===== config.mk =====
export PLATFORM = sky130hd
export DESIGN_NAME = tmr_rx_top
export DESIGN_NICKNAME = d
export VERILOG_FILES = /design/src/hdl/tmr_rx_pkg.sv /design/src/hdl/copy_capture.sv /design/src/hdl/copy_store.sv /design/src/hdl/vote_sender.sv /design/src/hdl/tmr_rx_top.sv
export VERILOG_INCLUDE_DIRS = /design/src /design/src/hdl
export SDC_FILE = /design/constraint.sdc
export NUM_CORES = 2
export LEC_CHECK = 0
export BUFFER_PORTS_ARGS = -buffer_cell sky130_fd_sc_hd__buf_2
export CORE_MARGIN = 2
export CORE_UTILIZATION = 43
export CTS_BUF_LIST = sky130_fd_sc_hd__clkbuf_8
export DETAILED_ROUTE_END_ITERATION = 16
export PLACE_DENSITY = 0.62
export SYNTH_ARGS = -nofsm -noshare
export SYNTH_HDL_FRONTEND = slang
export SYNTH_MEMORY_MAX_BITS = 65536
export SYNTH_SLANG_ARGS = --single-unit
export TNS_END_PERCENT = 20

===== constraint.sdc =====
create_clock -name clk -period 21.5 [get_ports clk]
set_input_delay 2.15 -clock clk [delete_from_list [all_inputs] [get_ports clk]]
set_output_delay 2.15 -clock clk [all_outputs]
set_load 0.02 [all_outputs]

===== src/hdl/tmr_rx_cfg.svh =====
`ifndef TMR_RX_CFG_SVH
`define TMR_RX_CFG_SVH

// ======================================================================
// sizes of the triple redundant receive path
// ======================================================================

// byte index of the copy id, counted from the first rx_en byte
`define TMR_ID_OFFSET 22

// width of buffer addresses and payload lengths
`define TMR_ADDR_W 8

// longest payload kept per copy
// anything beyond is cut and the set is lost
`define TMR_MAX_LEN 200

`endif


===== src/hdl/tmr_rx_pkg.sv =====
package tmr_rx_pkg;

	// where the producer stands within a set of three copies
	typedef enum logic [1:0] {
		SEQ_IDLE   = 2'd0, // no copy held
		SEQ_HAVE1  = 2'd1, // copy 1 stored
		SEQ_HAVE12 = 2'd2  // copies 1 and 2 stored
	} seq_state_e;

	// agreement of the three copies at one byte position
	typedef enum logic [1:0] {
		VOTE_ALL  = 2'd0, // all equal
		VOTE_MAJ  = 2'd1, // two of three equal
		VOTE_NONE = 2'd2  // all differ, copy 1 sent
	} vote_e;

endpackage


===== src/hdl/copy_capture.sv =====
`timescale 1ns/1ps
`include "tmr_rx_cfg.svh"

module copy_capture import tmr_rx_pkg::*; (
	input  logic                   clk,
	input  logic                   arst_n,
	input  logic                   rx_en,
	input  logic [7:0]             rx_data,
	input  logic                   busy,
	output logic                   wr_en,
	output logic [1:0]             wr_copy,
	output logic [`TMR_ADDR_W-1:0] wr_addr,
	output logic [7:0]             wr_data,
	output logic                   len_we,
	output logic [1:0]             len_copy,
	output logic [`TMR_ADDR_W-1:0] len_val,
	output logic                   set_ready,
	output logic                   lost
);

	localparam int AW = `TMR_ADDR_W;
	localparam logic [AW-1:0] ID_OFF  = AW'(`TMR_ID_OFFSET);
	localparam logic [AW-1:0] MAX_LEN = AW'(`TMR_MAX_LEN);

	logic          rx_en_q;   // input register
	logic          rx_en_d;   // one more stage, for the end check
	logic [7:0]    rx_data_q;

	logic [AW-1:0] hdr_cnt;   // header byte index
	logic          in_pay;    // id seen, payload follows
	logic [3:0]    id_q;
	logic          blk_q;     // no writes for this packet
	logic [AW-1:0] pay_cnt;   // payload bytes kept
	logic          trunc_q;   // payload ran past MAX_LEN
	logic          drop_set;  // rest of a dropped set is skipped
	logic [AW-1:0] len1_q;    // length of copy 1 in this set

	seq_state_e    state;
	seq_state_e    next_state;

	logic          id_ok;
	logic          pay_full;
	logic          end_pkt;
	logic          has_pay;
	logic          seq_ok;
	logic          drop_nxt;
	logic          ready_c;
	logic          lost_c;

	// ==================================================================
	// input register and byte counting
	// ==================================================================

	always_ff @(posedge clk or negedge arst_n) begin
		if (!arst_n) begin
			rx_en_q <= 1'b0;
			rx_en_d <= 1'b0;
		end else begin
			rx_en_q <= rx_en;
			rx_en_d <= rx_en_q;
		end
	end

	always_ff @(posedge clk) begin
		rx_data_q <= rx_data;
	end

	assign id_ok    = (id_q >= 4'd1) && (id_q <= 4'd3);
	assign pay_full = (pay_cnt == MAX_LEN);

	always_ff @(posedge clk or negedge arst_n) begin
		if (!arst_n) begin
			hdr_cnt <= '0;
			in_pay  <= 1'b0;
			id_q    <= '0;
			blk_q   <= 1'b0;
			pay_cnt <= '0;
			trunc_q <= 1'b0;
		end else if (!rx_en_q) begin
			// between packets
			hdr_cnt <= '0;
			in_pay  <= 1'b0;
			pay_cnt <= '0;
			trunc_q <= 1'b0;
		end else if (!in_pay) begin
			if (hdr_cnt == ID_OFF) begin
				id_q   <= rx_data_q[3:0];
				in_pay <= 1'b1;
				// copy 1 under busy, or the tail of a dropped set
				blk_q  <= busy || (drop_set && rx_data_q[3:0] != 4'd1);
			end else begin
				hdr_cnt <= hdr_cnt + 1'b1;
			end
		end else if (pay_full) begin
			trunc_q <= 1'b1; // extra bytes are cut
		end else begin
			pay_cnt <= pay_cnt + 1'b1;
		end
	end

	assign wr_en   = rx_en_q && in_pay && id_ok && !blk_q && !pay_full;
	assign wr_copy = id_q[1:0];
	assign wr_addr = pay_cnt;
	assign wr_data = rx_data_q;

	// ==================================================================
	// set sequence
	// ==================================================================

	assign end_pkt = rx_en_d && !rx_en_q;
	assign has_pay = in_pay && id_ok && (pay_cnt != '0);

	// copy 2 or 3 fits the set only in order and at the copy 1 length
	assign seq_ok = !blk_q && !trunc_q && (pay_cnt == len1_q) &&
		((id_q == 4'd2 && state == SEQ_HAVE1) ||
		 (id_q == 4'd3 && state == SEQ_HAVE12));

	assign len_copy = id_q[1:0];
	assign len_val  = pay_cnt;

	always_comb begin
		next_state = state;
		drop_nxt   = drop_set;
		ready_c    = 1'b0;
		lost_c     = 1'b0;
		len_we     = 1'b0;
		if (end_pkt && has_pay) begin
			if (id_q == 4'd1) begin
				if (blk_q) begin // previous set still sending
					lost_c     = 1'b1;
					drop_nxt   = 1'b1;
					next_state = SEQ_IDLE;
				end else begin
					drop_nxt   = 1'b0;
					lost_c     = (state != SEQ_IDLE) || trunc_q;
					len_we     = !trunc_q;
					next_state = trunc_q ? SEQ_IDLE : SEQ_HAVE1;
				end
			end else if (!drop_set) begin
				if (seq_ok) begin
					len_we = 1'b1;
					if (id_q == 4'd2) begin
						next_state = SEQ_HAVE12;
					end else begin
						next_state = SEQ_IDLE;
						ready_c    = 1'b1; // full set in the store
					end
				end else begin
					lost_c     = 1'b1;
					next_state = SEQ_IDLE;
				end
			end
		end
	end

	always_ff @(posedge clk or negedge arst_n) begin
		if (!arst_n) begin
			state     <= SEQ_IDLE;
			drop_set  <= 1'b0;
			len1_q    <= '0;
			set_ready <= 1'b0;
			lost      <= 1'b0;
		end else begin
			state     <= next_state;
			drop_set  <= drop_nxt;
			set_ready <= ready_c;
			lost      <= lost_c;
			if (len_we && id_q == 4'd1)
				len1_q <= pay_cnt;
		end
	end

endmodule


===== src/hdl/copy_store.sv =====
`timescale 1ns/1ps
`include "tmr_rx_cfg.svh"

module copy_store (
	input  logic                   clk,
	input  logic                   arst_n,
	input  logic                   wr_en,
	input  logic [1:0]             wr_copy,
	input  logic [`TMR_ADDR_W-1:0] wr_addr,
	input  logic [7:0]             wr_data,
	input  logic                   len_we,
	input  logic [1:0]             len_copy,
	input  logic [`TMR_ADDR_W-1:0] len_val,
	input  logic [`TMR_ADDR_W-1:0] rd_addr,
	output logic [7:0]             rd_data1,
	output logic [7:0]             rd_data2,
	output logic [7:0]             rd_data3,
	output logic [`TMR_ADDR_W-1:0] len1
);

	// ==================================================================
	// one byte buffer per copy, write port from the producer
	// ==================================================================

	for (genvar g = 0; g < 3; g++) begin : g_copy
		logic [7:0] mem [0:`TMR_MAX_LEN-1];
		logic [7:0] q; // registered read

		always_ff @(posedge clk) begin
			if (wr_en && wr_copy == 2'(g + 1))
				mem[wr_addr] <= wr_data;
			q <= mem[rd_addr];
		end
	end

	assign rd_data1 = g_copy[0].q;
	assign rd_data2 = g_copy[1].q;
	assign rd_data3 = g_copy[2].q;

	// copies 2 and 3 only pass the producer at this same length
	always_ff @(posedge clk or negedge arst_n) begin
		if (!arst_n)
			len1 <= '0;
		else if (len_we && len_copy == 2'd1)
			len1 <= len_val;
	end

endmodule


===== src/hdl/vote_sender.sv =====
`timescale 1ns/1ps
`include "tmr_rx_cfg.svh"

module vote_sender import tmr_rx_pkg::*; (
	input  logic                   clk,
	input  logic                   arst_n,
	input  logic                   set_ready,
	input  logic [7:0]             rd_data1,
	input  logic [7:0]             rd_data2,
	input  logic [7:0]             rd_data3,
	input  logic [`TMR_ADDR_W-1:0] len1,
	output logic [`TMR_ADDR_W-1:0] rd_addr,
	output logic                   busy,
	output logic [7:0]             out_data,
	output logic                   out_valid,
	output logic                   out_last,
	output vote_e                  out_flag
);

	localparam int AW = `TMR_ADDR_W;

	logic [AW-1:0] len_q;     // payload length of the set
	logic          rd_act;    // rd_addr holds a live position
	logic          rd_last_a; // rd_addr is the final position
	logic          dat_vld;   // rd_data valid this cycle
	logic          dat_last;

	logic          e12;
	logic          e13;
	logic          e23;
	logic [7:0]    byte_c;
	vote_e         flag_c;

	// ==================================================================
	// address stage
	// ==================================================================

	assign rd_last_a = (rd_addr == len_q - 1'b1);

	always_ff @(posedge clk or negedge arst_n) begin
		if (!arst_n) begin
			len_q   <= '0;
			rd_addr <= '0;
			rd_act  <= 1'b0;
		end else if (set_ready) begin
			len_q   <= len1;
			rd_addr <= '0;
			rd_act  <= 1'b1;
		end else if (rd_act) begin
			if (rd_last_a)
				rd_act <= 1'b0;
			else
				rd_addr <= rd_addr + 1'b1;
		end
	end

	// follows the registered memory read
	always_ff @(posedge clk or negedge arst_n) begin
		if (!arst_n) begin
			dat_vld  <= 1'b0;
			dat_last <= 1'b0;
		end else begin
			dat_vld  <= rd_act;
			dat_last <= rd_act && rd_last_a;
		end
	end

	// ==================================================================
	// 2-of-3 vote
	// ==================================================================

	assign e12 = (rd_data1 == rd_data2);
	assign e13 = (rd_data1 == rd_data3);
	assign e23 = (rd_data2 == rd_data3);

	always_comb begin
		if (e12 && e13) begin
			byte_c = rd_data1;
			flag_c = VOTE_ALL;
		end else if (e12 || e13) begin
			byte_c = rd_data1; // copy 1 on the majority side
			flag_c = VOTE_MAJ;
		end else if (e23) begin
			byte_c = rd_data2; // copy 1 is the odd one
			flag_c = VOTE_MAJ;
		end else begin
			byte_c = rd_data1;
			flag_c = VOTE_NONE;
		end
	end

	always_ff @(posedge clk or negedge arst_n) begin
		if (!arst_n) begin
			out_valid <= 1'b0;
			out_last  <= 1'b0;
		end else begin
			out_valid <= dat_vld;
			out_last  <= dat_last;
		end
	end

	always_ff @(posedge clk) begin
		out_data <= byte_c;
		out_flag <= flag_c;
	end

	// high from the cycle after set_ready through the last byte
	always_ff @(posedge clk or negedge arst_n) begin
		if (!arst_n)
			busy <= 1'b0;
		else if (set_ready)
			busy <= 1'b1;
		else if (out_valid && out_last)
			busy <= 1'b0;
	end

endmodule


===== src/hdl/tmr_rx_top.sv =====
`timescale 1ns/1ps
`include "tmr_rx_cfg.svh"

module tmr_rx_top import tmr_rx_pkg::*; (
	input  logic       clk,
	input  logic       arst_n,
	input  logic       rx_en,
	input  logic [7:0] rx_data,
	output logic [7:0] out_data,
	output logic       out_valid,
	output logic       out_last,
	output vote_e      out_flag,
	output logic       lost
);

	// producer to store
	logic                   wr_en;
	logic [1:0]             wr_copy;
	logic [`TMR_ADDR_W-1:0] wr_addr;
	logic [7:0]             wr_data;
	logic                   len_we;
	logic [1:0]             len_copy;
	logic [`TMR_ADDR_W-1:0] len_val;

	// handshake between producer and consumer
	logic                   set_ready;
	logic                   busy;

	// store to consumer
	logic [`TMR_ADDR_W-1:0] rd_addr;
	logic [7:0]             rd_data1;
	logic [7:0]             rd_data2;
	logic [7:0]             rd_data3;
	logic [`TMR_ADDR_W-1:0] len1;

	copy_capture u_capture (
		.clk       (clk),
		.arst_n    (arst_n),
		.rx_en     (rx_en),
		.rx_data   (rx_data),
		.busy      (busy),
		.wr_en     (wr_en),
		.wr_copy   (wr_copy),
		.wr_addr   (wr_addr),
		.wr_data   (wr_data),
		.len_we    (len_we),
		.len_copy  (len_copy),
		.len_val   (len_val),
		.set_ready (set_ready),
		.lost      (lost)
	);

	copy_store u_store (
		.clk      (clk),
		.arst_n   (arst_n),
		.wr_en    (wr_en),
		.wr_copy  (wr_copy),
		.wr_addr  (wr_addr),
		.wr_data  (wr_data),
		.len_we   (len_we),
		.len_copy (len_copy),
		.len_val  (len_val),
		.rd_addr  (rd_addr),
		.rd_data1 (rd_data1),
		.rd_data2 (rd_data2),
		.rd_data3 (rd_data3),
		.len1     (len1)
	);

	vote_sender u_sender (
		.clk       (clk),
		.arst_n    (arst_n),
		.set_ready (set_ready),
		.rd_data1  (rd_data1),
		.rd_data2  (rd_data2),
		.rd_data3  (rd_data3),
		.len1      (len1),
		.rd_addr   (rd_addr),
		.busy      (busy),
		.out_data  (out_data),
		.out_valid (out_valid),
		.out_last  (out_last),
		.out_flag  (out_flag)
	);

endmodule


==> results.sh <==
export IMPL_status="finished, violations left"
export IMPL_violations="capacitance limit, slew limit"
export IMPL_regArea_um2=146700
export IMPL_synth_nets=9167
export IMPL_p_leak_nw=63.79
export IMPL_period_minus_slack_ps=6768
export IMPL_wl_mm=543.9
export IMPL_rrSetupSlack_ps=14730
export IMPL_syn_inst=9148
export IMPL_die_y_um=669.7
export IMPL_worst_setup_path_start_kind="flop"
export IMPL_hpwlAfterDp_mm=325.7
export IMPL_fin_ws_ps=14730
export IMPL_grt_pass1_vias=98715
export IMPL_ys_types=78
export IMPL_fp_row_count=244
export IMPL_cts_hold_buf=0
export IMPL_ys_flop_type="edfxtp_1"
export IMPL_pin_count=24
export IMPL_cts_htree_levels=6
export IMPL_finalMaxSlewViolations=2
export IMPL_antenna_found_initial=46
export IMPL_grtUsageTotal_pct=23.70
export IMPL_dr_total_vias=98322
export IMPL_critPathCaptureType="flop"
export IMPL_cp_arrival_ps=7820
export IMPL_core_um2=441500
export IMPL_cts_setup_buffers=0
export IMPL_synth_seq_area_share_pct=76.96
export IMPL_ctsLongestPathBuffers=4
export IMPL_drive_gt1_share_pct=23.52
export IMPL_cts_tree="done"
export IMPL_first_pass_iters=6
export IMPL_rsz0062_at_grt="no"
export IMPL_finalHoldViolCount=0
export IMPL_drc=0
export IMPL_path_max_fanout=71
export IMPL_yosys_top_cells_area="edfxtp_1 76%, mux4_2 13%, mux2i_1 1.6%, nor2_1 1.4%, dfrtp_1 0.89%"
export IMPL_synth_top_area_share_pct=75.63
export IMPL_p_sw_mw=3.829
export IMPL_min_path_type="reg -> reg"
export IMPL_avgRoutedWirePerCell_um=33.66
export IMPL_max_freq_mhz=147.7
export IMPL_p_clk_share_pct=40.3
export IMPL_cts_resized_gates=0
export IMPL_dp_worst_setup_slack_ps=14830
export IMPL_drv_cap=1
export IMPL_final_setup_skew_ps=115.0
export IMPL_ys_async_sr_fraction_pct=1.385
export IMPL_powerDensity_nw_per_um2=84.72
export IMPL_grt_pass1_wl_mm=757.0
export IMPL_area_delta_synth_final_pct=10.78
export IMPL_dieArea_um2=448600
export IMPL_yosys_warnings=0
export IMPL_synth_area_um2=190600
export IMPL_mostFrequentLayoutCells="4,800 x edfxtp_1, 1,122 x mux4_2, 788 x clkbuf_8, 676 x nor2_1, 382 x nand2_1"
export IMPL_insertion_delay_ps=1260
export IMPL_ir_drop_mv=0.05293
export IMPL_cts_buffers=764
export IMPL_fin_crit_sh_pct=31.48
export IMPL_gp_congestion=0.8638
export IMPL_portBuffers=23
export IMPL_p_seq_share_pct=58.8
export IMPL_viasPerCell=6.085
export IMPL_cts_clk_slew_worst_paths_ps=60
export IMPL_multi_input_area_um2=40930
export IMPL_grt_overflow_total=0
export IMPL_worstPathRequired_ps=22550
export IMPL_ys_ff_latch=4910
export IMPL_drtAntennaViolNets=0
export IMPL_relSlewSlack_pct=-3.524
export IMPL_drt_iter0_markers=14341
export IMPL_clock_sinks=4910
export IMPL_crit_type="reg -> reg"
export IMPL_final_common_cell="edfxtp_1"
export IMPL_internal_power_mw=14.06
export IMPL_combPwrFrac_pct=0.9
export IMPL_grt_start_max_net_pins=184
export IMPL_setup_viol=0
export IMPL_synth_area_per_cell_um2=20.83
export IMPL_switching_share_pct=21.41
export IMPL_tightest_slew_ps=1539
export IMPL_nNetsFinal=9624
export IMPL_start_util_pct=43.17
export IMPL_die_w_um=669.7
export IMPL_fillCellCount=36175
export IMPL_cts_root_buf="clkbuf_8"
export IMPL_synth_top_area_cell="edfxtp_1"
export IMPL_tns_ps=0
export IMPL_synth_edf_count=4800
==> critical path, cell delays in order (launching register included) <==
cell and delay [ps]:
dfrtp_4 800, buf_4 610, buf_4 790, buf_4 750, buf_12 490, buf_4 670
mux4_2 600, a21oi_1 160, nand3_1 110, a211oi_1 1120, o32ai_1 190
==> path summary, 6_finish.rpt <==
kind,cells after the start,endpoint,start
hold / removal,0,u_sender.out_valid,u_sender.dat_vld
max in group asynchronous,1,u_sender.rd_addr[0],arst_n
min in group asynchronous,1,u_capture.rx_en_q,arst_n
setup / recovery,10,u_store.rd_data3[1],u_sender.rd_addr[0]
hold reg to reg,0,u_sender.out_valid,u_sender.dat_vld
setup reg to reg,10,u_store.rd_data3[1],u_sender.rd_addr[0]
==> area by class of cell <==
cell class,count,area share (%)
Sequential cell,4910,69.50
Multi-Input combinational cell,3660,19.38
Clock buffer,788,5.137
Tap cell,5904,3.499
Clock inverter,582,1.373
Timing Repair Buffer,253,1.018
Antenna cell,45,0.05334
Inverter,16,0.03437
==> cell usage after synthesis, types with 7 or more instances <==
| cell type | number |
|---|---|
| edfxtp_1 | 4800 |
| mux4_2 | 1122 |
| nor2_1 | 686 |
| nand2_1 | 383 |
| mux2i_1 | 314 |
| clkbuf_1 | 260 |
| a22oi_1 | 157 |
| a21oi_1 | 148 |
| buf_2 | 105 |
| a221oi_1 | 94 |
| o21ai_0 | 82 |
| buf_6 | 81 |
| dfrtp_1 | 68 |
| nand3_1 | 64 |
| o22ai_1 | 60 |
| buf_1 | 56 |
| buf_4 | 48 |
| o221ai_1 | 48 |
| a22o_1 | 46 |
| a211oi_1 | 43 |
| dfxtp_1 | 42 |
| mux2_2 | 40 |
| xnor2_1 | 40 |
| and2_1 | 36 |
| nor3_1 | 33 |
| o31ai_1 | 20 |
| nand4_1 | 19 |
| nor4_1 | 18 |
| xor2_1 | 17 |
| nor2b_1 | 16 |
| inv_1 | 15 |
| a31oi_1 | 14 |
| nand2b_1 | 13 |
| a221o_1 | 11 |
| o21ai_1 | 11 |
| and3_1 | 10 |
| buf_8 | 10 |
| a32o_1 | 9 |
| a2111oi_0 | 8 |
| ha_1 | 8 |
| o211ai_1 | 8 |
| or4_1 | 7 |
==> layer usage <==
metal  part of all wire, %  track usage [%]  routed length [um]  vias to the layer above
li1                      -                -                   -                    38989
met1                    38            31.42              205200                    52278
met2                    47            37.05              257700                     5909
met3                    10            5.713               55310                     1134
met4                   4.7            11.37               25550                       12
met5                 0.016                0                  88                        -
==> power by group through the flow <==
| stage | clock [mW] | combinational (mW) | sequential (mW) |
|---|---|---|---|
| detailed placement | 0 | 0.152 | 10.7 |
| CTS | 7.31 | 0.151 | 10.5 |
| finish | 7.22 | 0.152 | 10.5 |
| global placement | 0 | 0.139 | 10.7 |
| global route | 7.73 | 0.164 | 10.5 |
| floorplan | 0 | 0.00183 | 10.9 |
==> cells by family (layout without fill, tap and decap cells) <==
| kind of cell | Yosys count | count (layout) | synth area share (%) |
|---|---|---|---|
| flip-flops | 4910 | 4910 | 76.96 |
| multiplexers | 1476 | 1476 | 15.14 |
| AND/OR/NAND/NOR | 1310 | 1310 | 2.862 |
| AO/OA/AOI/OAI | 808 | 808 | 3.010 |
| buffers and inverters | 578 | 1639 | 1.697 |
| XOR/XNOR | 58 | 58 | 0.2705 |
| adder cells (fa/ha/maj) | 8 | 8 | 0.05252 |
| other | 0 | 45 | 0 |
==> sequential cells by signal, summed over array words and instances, names as in the netlist, 2 cells and up <==
register            count
u_store.g_copy.mem   4800
u_capture.hdr_cnt       8
u_capture.len1_q        8
u_capture.len_val       8
u_capture.wr_data       8
u_sender.len_q          8
u_sender.out_data       8
u_sender.rd_addr        8
u_store.len1            8
u_store.rd_data1        8
u_store.rd_data2        8
u_store.rd_data3        8
u_capture.id_q          4
u_capture.state         2
u_sender.out_flag       2
==> metrics by stage <==
step | std cells | hold WS [ps] | instance area, um^2 | util [%] | power (mW)
floorplan | 9148 | 331.2 | 190600 | - | 10.86
global placement | 14741 | 343.9 | 197200 | 44.68 | 10.86
detailed placement | 14743 | 345.7 | 197300 | 44.69 | 10.87
CTS | 16113 | 362.4 | 211000 | 47.80 | 17.98
global route | 16137 | 369.7 | 211100 | 47.81 | 18.41
finish | 16158 | 355.0 | 211100 | 47.83 | 17.89
Power figures use the tool's default switching activity.
